--- src/hdl/pic_pkg.sv ---
/* PIC shared definitions
   Register map, widths and the structs passed between the PIC blocks */
package pic_pkg;

   // Sizing
   localparam int NUM_INTS = 32;   // Slot 0 is reserved
   localparam int ID_W     = 5;
   localparam int PRIO_W   = 4;

   typedef logic [ID_W-1:0]   int_id_t;
   typedef logic [PRIO_W-1:0] prio_t;
   typedef logic [31:0]       word_t;

   //////////////////////////////////////////////////////////////////////
   // Register map
   //////////////////////////////////////////////////////////////////////
   localparam word_t PIC_BASE_ADDR = 32'hF00C_0000;

   localparam word_t PRIO_OFS   = 32'h0000_0000;   // Priority bank
   localparam word_t PEND_OFS   = 32'h0000_1000;   // Single pending word
   localparam word_t ENABLE_OFS = 32'h0000_2000;   // Enable bank
   localparam word_t CONFIG_OFS = 32'h0000_3000;   // Global config, bit 0 reverses order
   localparam word_t GW_CFG_OFS = 32'h0000_4000;   // Gateway config bank
   localparam word_t GW_CLR_OFS = 32'h0000_5000;   // Gateway clear bank, write only

   // Level that raises wake-up in normal order
   localparam prio_t MAX_PRIO = 4'd15;

   //////////////////////////////////////////////////////////////////////
   // Port structs
   //////////////////////////////////////////////////////////////////////

   // Register port request, sampled every cycle
   typedef struct packed {
      logic  wren;
      logic  rden;
      word_t wraddr;
      word_t rdaddr;
      word_t wr_data;
   } pic_bus_req_t;

   // Gateway config word layout, bit 1 type and bit 0 polarity
   typedef struct packed {
      logic edge_mode;   // 1 = latched edge
      logic polarity;    // 1 = active low
   } pic_gw_cfg_t;

   // Threshold inputs from the core
   typedef struct packed {
      prio_t meicurpl;
      prio_t meipt;
   } pic_core_t;

   // Registered outputs to the core
   typedef struct packed {
      logic    mexintpend;
      int_id_t claimid;
      prio_t   pl;
      logic    mhwakeup;
   } pic_claim_t;

endpackage

--- src/hdl/pic_gateway.sv ---
/* Interrupt gateway for one source
   Two-flop synchronizer, polarity select and latched edge mode */
module pic_gateway
   import pic_pkg::*;
(
   input  logic        clk,
   input  logic        arst_n,
   input  logic        req,
   input  pic_gw_cfg_t cfg,
   input  logic        clear,
   output logic        pending
);

   logic sync_q1;
   logic sync_q2;
   logic active;
   logic latch_q;

   // Async source into the clk domain
   always_ff @(posedge clk or negedge arst_n) begin
      if (!arst_n) begin
         sync_q1 <= 1'b0;
         sync_q2 <= 1'b0;
      end else begin
         sync_q1 <= req;
         sync_q2 <= sync_q1;
      end
   end

   assign active = sync_q2 ^ cfg.polarity;   // Active level after polarity

   // Edge latch, held until a software clear
   always_ff @(posedge clk or negedge arst_n) begin
      if (!arst_n) begin
         latch_q <= 1'b0;
      end else begin
         latch_q <= cfg.edge_mode & (active | (latch_q & ~clear));
      end
   end

   // Level mode passes the live level straight on
   assign pending = cfg.edge_mode ? (active | latch_q) : active;

endmodule

--- src/hdl/pic_regs.sv ---
/* PIC register block
   Captures register port requests, holds per-source config and muxes read data */
module pic_regs
   import pic_pkg::*;
(
   input  logic                       clk,
   input  logic                       arst_n,
   input  pic_bus_req_t               bus,
   input  logic [NUM_INTS-1:0]        gw_pending,
   output pic_gw_cfg_t [NUM_INTS-1:0] gw_cfg,
   output logic [NUM_INTS-1:0]        gw_clear,
   output prio_t [NUM_INTS-1:0]       eff_prio,
   output logic                       rev_order,
   output word_t                      rd_data
);

   pic_bus_req_t         bus_q;    // Request captured at the edge
   prio_t [NUM_INTS-1:0] prio_q;
   logic [NUM_INTS-1:0]  en_q;
   int_id_t              wr_idx;
   int_id_t              rd_idx;

   logic wr_prio;
   logic wr_en;
   logic wr_gw;
   logic wr_clr;
   logic wr_cfg;
   logic rd_prio;
   logic rd_en;
   logic rd_gw;
   logic rd_pend;
   logic rd_cfg;

   // Bank match ignores the source index in bits 6:2
   function automatic logic bank_hit(word_t addr, word_t ofs);
      word_t base;
      base = PIC_BASE_ADDR + ofs;
      return addr[31:ID_W+2] == base[31:ID_W+2];
   endfunction

   // Single register, whole word address must match
   function automatic logic word_hit(word_t addr, word_t ofs);
      word_t base;
      base = PIC_BASE_ADDR + ofs;
      return addr[31:2] == base[31:2];
   endfunction

   always_ff @(posedge clk or negedge arst_n) begin
      if (!arst_n) begin
         bus_q <= '0;
      end else begin
         bus_q <= bus;
      end
   end

   //////////////////////////////////////////////////////////////////////
   // Address decode
   //////////////////////////////////////////////////////////////////////
   assign wr_idx = bus_q.wraddr[ID_W+1:2];
   assign rd_idx = bus_q.rdaddr[ID_W+1:2];

   // Slot 0 never decodes in the banks
   assign wr_prio = bus_q.wren && bank_hit(bus_q.wraddr, PRIO_OFS) && (wr_idx != '0);
   assign wr_en   = bus_q.wren && bank_hit(bus_q.wraddr, ENABLE_OFS) && (wr_idx != '0);
   assign wr_gw   = bus_q.wren && bank_hit(bus_q.wraddr, GW_CFG_OFS) && (wr_idx != '0);
   assign wr_clr  = bus_q.wren && bank_hit(bus_q.wraddr, GW_CLR_OFS) && (wr_idx != '0);
   assign wr_cfg  = bus_q.wren && word_hit(bus_q.wraddr, CONFIG_OFS);

   assign rd_prio = bus_q.rden && bank_hit(bus_q.rdaddr, PRIO_OFS) && (rd_idx != '0);
   assign rd_en   = bus_q.rden && bank_hit(bus_q.rdaddr, ENABLE_OFS) && (rd_idx != '0);
   assign rd_gw   = bus_q.rden && bank_hit(bus_q.rdaddr, GW_CFG_OFS) && (rd_idx != '0);
   assign rd_pend = bus_q.rden && word_hit(bus_q.rdaddr, PEND_OFS);
   assign rd_cfg  = bus_q.rden && word_hit(bus_q.rdaddr, CONFIG_OFS);

   //////////////////////////////////////////////////////////////////////
   // Config registers
   //////////////////////////////////////////////////////////////////////
   always_ff @(posedge clk or negedge arst_n) begin
      if (!arst_n) begin
         prio_q    <= '0;
         en_q      <= '0;
         gw_cfg    <= '0;
         rev_order <= 1'b0;
      end else begin
         if (wr_prio) begin
            prio_q[wr_idx] <= bus_q.wr_data[PRIO_W-1:0];
         end
         if (wr_en) begin
            en_q[wr_idx] <= bus_q.wr_data[0];
         end
         if (wr_gw) begin
            gw_cfg[wr_idx] <= pic_gw_cfg_t'(bus_q.wr_data[1:0]);
         end
         if (wr_cfg) begin
            rev_order <= bus_q.wr_data[0];
         end
      end
   end

   // One-cycle clear strobe to the addressed gateway
   always_comb begin
      gw_clear = '0;
      if (wr_clr) begin
         gw_clear[wr_idx] = 1'b1;
      end
   end

   // Masked priority seen by the arbiter, inverted for reversed order
   always_comb begin
      for (int i = 0; i < NUM_INTS; i++) begin
         if (gw_pending[i] && en_q[i]) begin
            eff_prio[i] = rev_order ? ~prio_q[i] : prio_q[i];
         end else begin
            eff_prio[i] = '0;
         end
      end
   end

   // Read data, zero for unmapped addresses and idle cycles
   always_comb begin
      rd_data = '0;
      if (rd_prio) begin
         rd_data = word_t'(prio_q[rd_idx]);
      end else if (rd_en) begin
         rd_data = word_t'(en_q[rd_idx]);
      end else if (rd_gw) begin
         rd_data = word_t'(gw_cfg[rd_idx]);
      end else if (rd_pend) begin
         rd_data = word_t'(gw_pending);   // Live gateway outputs
      end else if (rd_cfg) begin
         rd_data = word_t'(rev_order);
      end
   end

endmodule

--- src/hdl/pic_arbiter.sv ---
/* PIC priority arbiter
   Binary compare-and-select tree picking the highest pending priority */
module pic_arbiter
   import pic_pkg::*;
(
   input  prio_t [NUM_INTS-1:0] eff_prio,
   output int_id_t              win_id,
   output prio_t                win_prio
);

   // Level 0 holds the leaves, level ID_W the single root entry
   int_id_t [ID_W:0][NUM_INTS-1:0] lvl_id;
   prio_t   [ID_W:0][NUM_INTS-1:0] lvl_prio;

   always_comb begin
      lvl_id   = '0;
      lvl_prio = '0;

      // Leaves in id order so the left entry is always the lower id
      for (int i = 0; i < NUM_INTS; i++) begin
         lvl_id[0][i]   = int_id_t'(i);
         lvl_prio[0][i] = eff_prio[i];
      end

      //////////////////////////////////////////////////////////////////////
      // Compare and select, each level halves the field
      //////////////////////////////////////////////////////////////////////
      for (int l = 0; l < ID_W; l++) begin
         for (int m = 0; m < (NUM_INTS >> (l + 1)); m++) begin
            // Right side only on strictly greater, ties keep the lower id
            if (lvl_prio[l][2*m+1] > lvl_prio[l][2*m]) begin
               lvl_id[l+1][m]   = lvl_id[l][2*m+1];
               lvl_prio[l+1][m] = lvl_prio[l][2*m+1];
            end else begin
               lvl_id[l+1][m]   = lvl_id[l][2*m];
               lvl_prio[l+1][m] = lvl_prio[l][2*m];
            end
         end
      end
   end

   // Nothing pending falls through to slot 0 at priority 0
   assign win_id   = lvl_id[ID_W][0];
   assign win_prio = lvl_prio[ID_W][0];

endmodule

--- src/hdl/pic_notify.sv ---
/* PIC notification stage
   Threshold compare and registered claim, level and wake-up to the core */
module pic_notify
   import pic_pkg::*;
(
   input  logic       clk,
   input  logic       arst_n,
   input  int_id_t    win_id,
   input  prio_t      win_prio,
   input  logic       rev_order,
   input  pic_core_t  core,
   output pic_claim_t claim
);

   prio_t pl_nxt;
   prio_t meipt_eff;
   prio_t curpl_eff;
   prio_t wake_lvl;
   logic  intpend_nxt;

   // Back to the programmed scale
   assign pl_nxt = rev_order ? ~win_prio : win_prio;

   // Thresholds moved onto the arbiter's scale
   assign meipt_eff = rev_order ? ~core.meipt : core.meipt;
   assign curpl_eff = rev_order ? ~core.meicurpl : core.meicurpl;

   assign intpend_nxt = (win_prio > meipt_eff) && (win_prio > curpl_eff);
   assign wake_lvl    = rev_order ? '0 : MAX_PRIO;   // Most urgent programmed level

   always_ff @(posedge clk or negedge arst_n) begin
      if (!arst_n) begin
         claim <= '0;
      end else begin
         claim.claimid    <= win_id;
         claim.pl         <= pl_nxt;
         claim.mexintpend <= intpend_nxt;
         claim.mhwakeup   <= (pl_nxt == wake_lvl);
      end
   end

endmodule

--- src/hdl/pic_top.sv ---
/* PIC top level
   Gateways, register block, arbiter and notifier for 31 external sources */
module pic_top
   import pic_pkg::*;
(
   input  logic                clk,
   input  logic                arst_n,
   input  logic [NUM_INTS-1:0] src_req,
   input  pic_bus_req_t        bus,
   input  pic_core_t           core,
   output word_t               rd_data,
   output pic_claim_t          claim
);

   pic_gw_cfg_t [NUM_INTS-1:0] gw_cfg;
   logic [NUM_INTS-1:0]        gw_clear;
   logic [NUM_INTS-1:0]        gw_pending;
   prio_t [NUM_INTS-1:0]       eff_prio;
   logic                       rev_order;
   int_id_t                    win_id;
   prio_t                      win_prio;

   pic_regs u_regs (
      .clk        (clk),
      .arst_n     (arst_n),
      .bus        (bus),
      .gw_pending (gw_pending),
      .gw_cfg     (gw_cfg),
      .gw_clear   (gw_clear),
      .eff_prio   (eff_prio),
      .rev_order  (rev_order),
      .rd_data    (rd_data)
   );

   assign gw_pending[0] = 1'b0;   // Reserved slot

   for (genvar i = 1; i < NUM_INTS; i++) begin : g_src
      pic_gateway u_gw (
         .clk     (clk),
         .arst_n  (arst_n),
         .req     (src_req[i]),
         .cfg     (gw_cfg[i]),
         .clear   (gw_clear[i]),
         .pending (gw_pending[i])
      );
   end

   pic_arbiter u_arb (
      .eff_prio (eff_prio),
      .win_id   (win_id),
      .win_prio (win_prio)
   );

   pic_notify u_notify (
      .clk       (clk),
      .arst_n    (arst_n),
      .win_id    (win_id),
      .win_prio  (win_prio),
      .rev_order (rev_order),
      .core      (core),
      .claim     (claim)
   );

endmodule

--- config.mk ---
export PLATFORM = sky130hd
export DESIGN_NAME = pic_top
export DESIGN_NICKNAME = d
export VERILOG_FILES = /design/src/hdl/pic_pkg.sv /design/src/hdl/pic_gateway.sv /design/src/hdl/pic_regs.sv /design/src/hdl/pic_arbiter.sv /design/src/hdl/pic_notify.sv /design/src/hdl/pic_top.sv
export SDC_FILE = /design/constraint.sdc
export NUM_CORES = 1
export LEC_CHECK = 0
export BUFFER_PORTS_ARGS = -buffer_cell sky130_fd_sc_hd__buf_4
export CORE_ASPECT_RATIO = 1.5
export CORE_MARGIN = 5
export CORE_UTILIZATION = 50
export DETAILED_ROUTE_END_ITERATION = 10
export PLACE_DENSITY = 0.67
export SLEW_MARGIN = 5
export SYNTH_ARGS = -nofsm -noshare
export SYNTH_HDL_FRONTEND = slang
export SYNTH_SLANG_ARGS = --single-unit
--- constraint.sdc ---
create_clock -name clk -period 14.5 [get_ports clk]
set_input_delay 2.175 -clock clk [delete_from_list [all_inputs] [get_ports clk]]
set_output_delay 2.175 -clock clk [all_outputs]
set_load 0.02 [all_outputs]
==> results by group, run 1 <==
Run status
  • Status: complete, no violations

Min path
  • Worst min-delay path class: register to register
  • Hold Path Depth: 0

Synthesis
  • Share of the synthesized area in the top cell type: 0.4099
  • YS warnings: 0
  • Mapped Nets: ~2,600
  • Mapped cell area: 0.02412 sq mm
  • Primary FF master, synth: dfrtp_1
  • Synth Area in Simple Gates: 0.1232
  • Mapped Cells: ~2,300
  • Avg Inst Size Synth: approximately 10 sq um
  • Yosys reg bits: just under 400
  • Synth area leaders: dfrtp_1 41%, mux2_2 11%, ha_1 5.4%, mux4_2 5.1%, nand2_1 4.5%
  • XOR/XNOR Fraction of Synth Area: 0.06164
  • Sequential-to-total area share from yosys stat: 0.4099
  • Top-count cell post-synth: dfrtp_1
  • Adder-cell share of the synthesized area: 0.05484
  • Top cells by count, synth: 395 x dfrtp_1, 292 x nand2_1, 239 x mux2_2
  • Yosys cell types: slightly above 90
  • Largest family of logic cells by synthesized area: multiplexers
  • Leading area contributor after synthesis: dfrtp_1
  • Post-synthesis compound-gate area fraction: 0.1276
  • Asr flop ratio synth: 1.000
  • Post-synthesis mux area share: 0.1887
  • Number of flops mapped to enable cells by yosys: 0

Place
  • Buffers on Ports: 149
  • Routability congestion estimate from global placement: slightly below 0.9
  • Detailed placer's ending HPWL: between 40,000 and 50,000 um
  • DP Area: around 0.026 sq mm
  • Placed instance count: 2,979

Clock tree
  • TritonCTS clock tree: done
  • Max clock buf depth: 3
  • Clock Latency Late Sink: between 0.5 and 0.6 ns
  • Postcts setup bufs: 0
  • CTS root buffer: clkbuf_16
  • H-tree depth: 2
  • TritonCTS buffer count: 39
  • CTS Hold Bufs: 0
  • Clk sinks: around 400
  • Cts repair resizes: 0
  • Worst-path clk slew: about 0.080 ns

Critical path
  • Crit path to: u_notify.claim[10]$_DFF_PN0_
  • Worst-path fanout max: 34
  • CP required: 14.95 ns
  • Crit path arrival time: 12.94 ns
  • Max incr delay on CP: ~0.87 ns
  • Reg2reg end: u_notify.claim[10]$_DFF_PN0_
  • R2R cell count: 47
  • CP Class: register to register
  • Worst r2r src: u_regs.rev_order$_DFFE_PN0P_
  • Crit. End Element: register
  • Setup crit start: u_regs.rev_order$_DFFE_PN0P_
  • Slowest-stage cell, CP: a32oi_1
  • R2r setup slk: 2.01 ns
  • Crit start category: register

Floorplan
  • Core Box Area: 0.04770 sq mm
  • Row cnt: ~100
  • Die ar.: between 0.05 and 0.06 sq mm
  • Die height: roughly 280 um
  • Initial Utilization: 0.5056
  • Die width: between 150 and 200 um
  • # IOs: 183

Pwr
  • Pleak: 12.82 nW
  • Max IR drop VDD: between 0.1 and 0.15 mV
  • Pwr dens: roughly 87 mW/mm^2
  • PnR Total Power: 0.002366 W

Finish
  • Share of cells above drive strength 1: 0.2375
  • Nets: around 2,700
  • Layout area overhead: 12.53%
  • Fin area: between 0.02 and 0.03 sq mm
  • N_diodes: 0
  • Fin cells: around 3,100

Timing
  • Slew headroom: 0.2276
  • Crit share post-route: 0.8612
  • Fin Clk Skew: between 0.015 and 0.02 ns
  • Max-slew violation count: 0
  • Endpoints failing setup: 0
  • Slew @ Worst Pin: between 1 and 1.5 ns
  • Final setup TNS: 0 ns
  • Final min period: ~12 ns
  • Hold WS: roughly 0.35 ns
  • Fin. Hold Viols: 0
  • RSZ-0062 raised after global routing: false
  • Max Freq: between 0.08 and 0.09 GHz

Global route
  • Largest net degree at the start of global routing: approximately 120
  • M1 GR Usage: 0.3132
  • Most Used Layer, Global Route: met2
  • M2 GR Usage: 0.4182
  • GR met3 Demand/Resource: 0.03902
  • First-pass GRT wire length: 102,900 um
  • GRT overflow: 0
  • Initial antenna violation count: 0
  • Number of global-route vias before repair: 18,740
  • GRT Util Overall: 0.2425

Routing
  • DR iter-0 viols: approximately 1,200
  • DRT Pass-1 Iters: 6
  • Post-Route WL: 64,700 um
  • Antenna violation net count after detailed routing: 0
  • Wire length per cell: 21.21 um
  • Drt via density: between 6 and 7
  • Post-route DRC: 0
  • Number of vias in the routed layout: approximately 18,000

Run
  • Maxcap violations: 0
where the power goes:
part	internal, W	switching (W)
Sequential	0.00112	0.0000135
Combinational	0.0000380	0.0000688
Clock	0.000673	0.000453
through the flow:
step	worst slack, ns	util
2_1_floorplan	3.370	-
3_3_place_gp	2.422	0.5390
3_5_place_dp	2.143	0.5390
4_1_cts	2.107	0.5689
5_1_grt	1.085	0.5689
6_report	2.012	0.5689
worst max-delay path, delay by kind of cell (launching register included):
family,cells,cell delay [ns]
buf+inv,5,1.36
fa+ha+maj,6,1.84
mux,3,1.12
compound gates,23,5.50
flops,1,0.68
simple gates,10,1.86
final cells by class:
type / instances / area (sq um)
clock buffers: 46 / 1064
clock inverters: 26 / 365.4
fillers: 4044 / 20560
inverters: 95 / 356.6
multi-input cells: 1720 / 13430
flip-flops and latches: 395 / 9896
well taps: 600 / 750.7
repair buffers: 169 / 1276
cell usage in the layout (no fill, tap or decap), types with 67 or more instances in the layout:
cell type | Yosys | routed
nor2_1 | 136 | 134
inv_1 | 95 | 95
ha_1 | 104 | 104
nand2_1 | 292 | 292
xor2_1 | 99 | 99
mux2_2 | 239 | 239
a21oi_1 | 103 | 103
dfrtp_1 | 395 | 390
buf_4 | 2 | 168
xnor2_1 | 67 | 67
registers in the layout, indices dropped and copies added (netlist names):
name / count
u_regs.bus_q: 66
g_src.u_gw.sync_q2: 31
u_regs.rev_order: 1
u_regs.en_q: 32
g_src.u_gw.sync_q1: 31
u_regs.gw_cfg: 64
u_notify.claim: 11
u_regs.prio_q: 128
g_src.u_gw.latch_q: 31
how the worst min path moves through the flow:
stage,start,end,slack (ns)
floorplan,g_src[10].u_gw.sync_q1$_DFF_PN0_,g_src[10].u_gw.sync_q2$_DFF_PN0_,0.33
finish,g_src[9].u_gw.sync_q1$_DFF_PN0_,g_src[9].u_gw.sync_q2$_DFF_PN0_,0.35
CTS,g_src[9].u_gw.sync_q1$_DFF_PN0_,g_src[9].u_gw.sync_q2$_DFF_PN0_,0.35
global route,g_src[8].u_gw.sync_q1$_DFF_PN0_,g_src[8].u_gw.sync_q2$_DFF_PN0_,0.35
detailed placement,g_src[9].u_gw.sync_q1$_DFF_PN0_,g_src[9].u_gw.sync_q2$_DFF_PN0_,0.33
global placement,g_src[5].u_gw.sync_q1$_DFF_PN0_,g_src[5].u_gw.sync_q2$_DFF_PN0_,0.33
cells by family after synthesis:
group,Yosys count
AO/OA/AOI/OAI,442
XOR/XNOR,168
adder cells (fa/ha/maj),106
buffers and inverters,200
flip-flops,395
multiplexers,354
AND/OR/NAND/NOR,650
per-layer routing:
| layer | part of all wire | up-vias |
|---|---|---|
| met1 | 0.42 | 9219 |
| met5 | 0 | - |
| met3 | 0.055 | 116 |
| met4 | 0.035 | 0 |
| li1 | - | 8542 |
| met2 | 0.49 | 570 |
(Power assumes the default switching activity.)
==> inputs of run 2 (changes only) <==
--- a/config.mk
+++ b/config.mk
@@ -6,10 +6,11 @@
 export NUM_CORES = 1
 export LEC_CHECK = 0
 export BUFFER_PORTS_ARGS = -buffer_cell sky130_fd_sc_hd__buf_4
-export CORE_ASPECT_RATIO = 1.5
+export CORE_ASPECT_RATIO = 0.75
 export CORE_MARGIN = 5
 export CORE_UTILIZATION = 50
 export DETAILED_ROUTE_END_ITERATION = 10
+export MAX_ROUTING_LAYER = met4
 export PLACE_DENSITY = 0.67
 export SLEW_MARGIN = 5
 export SYNTH_ARGS = -nofsm -noshare
==> run 2 against run 1 <==
Net effect: count of clock-buffer cells in the layout up 9; sequential power is essentially flat; power is essentially flat; cell area grew 0.14%; global-route usage grew 1.4 points; core utilization rose by 0.23 points; clock skew rose by 0.018 ns.
==> results by group, run 2 (synthesis gave the netlist of run 1 again) <==
Finish
  • N_diodes: 0 (unchanged)
  • Share of cells above drive strength 1: 0.2344 (-0.003073)
  • Leading cell type in the layout, fill and taps excluded: dfrtp_1
  • Fin area: 0.02717 sq mm (+0.14%)
  • Nets: 2,663 (-0.038%)
  • Largest registers: u_regs.prio_q: 128 flops, u_regs.bus_q: 66 flops, u_regs.gw_cfg: 64 flops
  • Commonest non-fill, non-tap cells in the layout: 390 x dfrtp_1, 292 x nand2_1, 239 x mux2_2
  • Largest reg by FF count: u_regs.prio_q
  • Largest register FFs: 128 (unchanged)
  • Layout area overhead: 12.69%

Clock tree
  • CTS root buffer: clkbuf_16
  • Postcts setup bufs: 0 (unchanged)
  • CTS Hold Bufs: 0 (unchanged)
  • H-tree depth: 2 (unchanged)
  • Clk sinks: 395 (unchanged)
  • Worst-path clk slew: 0.07 ns (about the same)
  • Clock Latency Late Sink: 0.58 ns (+0.03 ns)
  • TritonCTS clock tree: done
  • Max clock buf depth: 3 (unchanged)
  • TritonCTS buffer count: 40 (+2.6%)
  • Cts repair resizes: 0 (unchanged)

Min path
  • WHS Endpoint: g_src[27].u_gw.sync_q2$_DFF_PN0_
  • Hold Path Depth: 0 (unchanged)
  • Worst Hold Launch: g_src[27].u_gw.sync_q1$_DFF_PN0_
  • Worst min-delay path class: register to register

Global route
  • Number of global-route vias before repair: 18,830 (+0.49%)
  • Initial antenna violation count: 1 (+1)
  • Largest net degree at the start of global routing: 115 (-7.3%)
  • GRT overflow: 0 (unchanged)
  • First-pass GRT wire length: 106,300 um (+3.3%)
  • GRT Util Overall: 0.2565 (+0.01395)

Critical path
  • CP Class: register to register
  • Worst r2r src: u_regs.rev_order$_DFFE_PN0P_
  • Crit. End Element: register
  • Slowest-stage cell, CP: dfrtp_4
  • Max incr delay on CP: 0.92 ns (+0.05 ns)
  • CP most frequent cell: ha_1
  • Worst-path fanout max: 45 (+32%)
  • Crit path arrival time: 13.01 ns (+0.07 ns)
  • R2R cell count: 49 (+4.3%)
  • CP required: 14.98 ns (+0.03 ns)
  • Crit start category: register
  • Reg2reg end: u_notify.claim[10]$_DFF_PN0_
  • R2r setup slk: 1.97 ns (-0.04 ns)

Timing
  • Slew headroom: 0.1479 (-0.07962)
  • Crit share post-route: 0.8642 (+0.003019)
  • Endpoints failing setup: 0 (unchanged)
  • Fin Clk Skew: 0.03348 ns (+0.01774 ns)
  • Max Freq: 0.07980 GHz (-0.35%)
  • RSZ-0062 raised after global routing: false
  • Fin. Hold Viols: 0 (unchanged)
  • Max-slew violation count: 0 (unchanged)
  • Final min period: 12.53 ns (+0.04378 ns)
  • Slew @ Worst Pin: 1.273 ns (+0.1147 ns)
  • Final setup TNS: 0 ns (unchanged)
  • Worst Setup Slack, final: 1.968 ns (-0.04378 ns)

Routing
  • DR WL met3: 3623 um (+1.1%)
  • DRT Pass-1 Iters: 6 (unchanged)
  • Wire length on met1: 28,760 um (+6.7%)
  • Routed wl met2: 32,660 um (+2.3%)
  • Number of vias in the routed layout: 18,510 (+0.35%)
  • Antenna violation net count after detailed routing: 0 (unchanged)
  • Wire length per cell: 21.62 um (+2.0%)
  • Post-Route WL: 66,770 um (+3.2%)
  • DR iter-0 viols: 1,478 (+20%)
  • DR top layer: met4
  • Drt via density: 5.994 (-0.86%)
  • Post-route DRC: 0 (unchanged)

Floorplan
  • # IOs: 183 (unchanged)
  • Row cnt: 69 (-30%)
  • Core Box Area: 0.04757 sq mm (-0.27%)
  • Die height: 200.2 um (-28%)
  • Die ar.: 0.05277 sq mm (about the same)
  • Initial Utilization: 0.5070 (+0.001370)
  • Die width: 263.6 um (+39%)

Run
  • Maxcap violations: 0 (unchanged)

Place
  • Detailed placer's ending HPWL: 48,630 um (+1.2%)
  • DP Area: 0.02574 sq mm (+0.14%)
  • Dpl ws: 2.100 ns (-0.04261 ns)
  • Buffers on Ports: 149 (unchanged)
  • Routability congestion estimate from global placement: 0.8947 (+1.4%)

Pwr
  • PnR Total Power: 0.002366 W (about the same)
  • Pwr dens: 87.05 mW/mm^2 (-0.16%)
  • Max IR drop VDD: 0.09755 mV (-13%)
  • Pleak: 12.81 nW (about the same)

Run status
  • Status: complete, no violations
## run 2: cell count changes in the layout (fill, tap and decap cells not counted), moves of 3 or more
cell / before / now
clkinv_2: 9 / 4
buf_4: 168 / 165
clkinvlp_4: 5 / 1
clkbuf_1: 2 / 8
## run 2: worst max-delay path: cells and delay by family (launching register included)
kind / cells / cell delay (ns)
buf+inv: 4 / 0.35
fa+ha+maj: 6 / 1.98
flops: 1 / 0.92
simple gates: 12 / 2.79
compound gates: 24 / 5.34
mux: 2 / 0.72
xor+xnor: 1 / 0.23
## run 2: power by group
group / internal [W] / switching (W)
clock network: 0.000664 / 0.000461
registers: 0.00112 / 0.0000143
logic: 0.0000376 / 0.0000680
## run 2: worst max-delay path by stage
stage                                         endpoint  cells after the start                         start  slack, ns
final                     u_notify.claim[10]$_DFF_PN0_                     49  u_regs.rev_order$_DFFE_PN0P_       1.97
after global routing      u_notify.claim[10]$_DFF_PN0_                     49  u_regs.rev_order$_DFFE_PN0P_       1.12
after CTS                 u_notify.claim[10]$_DFF_PN0_                     49  u_regs.rev_order$_DFFE_PN0P_       2.04
after detailed placement  u_notify.claim[10]$_DFF_PN0_                     46  u_regs.rev_order$_DFFE_PN0P_       2.10
after global placement    u_notify.claim[10]$_DFF_PN0_                     49  u_regs.rev_order$_DFFE_PN0P_       2.48
after floorplan           u_notify.claim[10]$_DFF_PN0_                     60  u_regs.rev_order$_DFFE_PN0P_       3.37
## run 2: per-stage QoR
step / std cells / hold WS (ns) / util
2_1_floorplan: 2315 / 0.3312 / -
3_3_place_gp: 3016 / 0.3348 / 0.5412
3_5_place_dp: 3016 / 0.3347 / 0.5412
4_1_cts: 3088 / 0.3428 / 0.5713
5_1_grt: 3088 / 0.3611 / 0.5713
6_report: 3088 / 0.3392 / 0.5713
## run 2: cell type report
class | instances | area, sq um
fill | 3976 | 20390
sequential | 395 | 9896
clock inverter | 17 | 291.5
clock buffer | 55 | 1139
timing repair buffer | 167 | 1274
multi-input combinational | 1720 | 13420
tap | 639 | 799.5
inverter | 95 | 356.6
## run 2: layer usage
| layer | vias up | track usage |
|---|---|---|
| li1 | 8535 | - |
| met1 | 9311 | 0.3372 |
| met2 | 553 | 0.4236 |
| met3 | 112 | 0.03557 |
| met4 | 0 | 0.06685 |
| met5 | - | - |
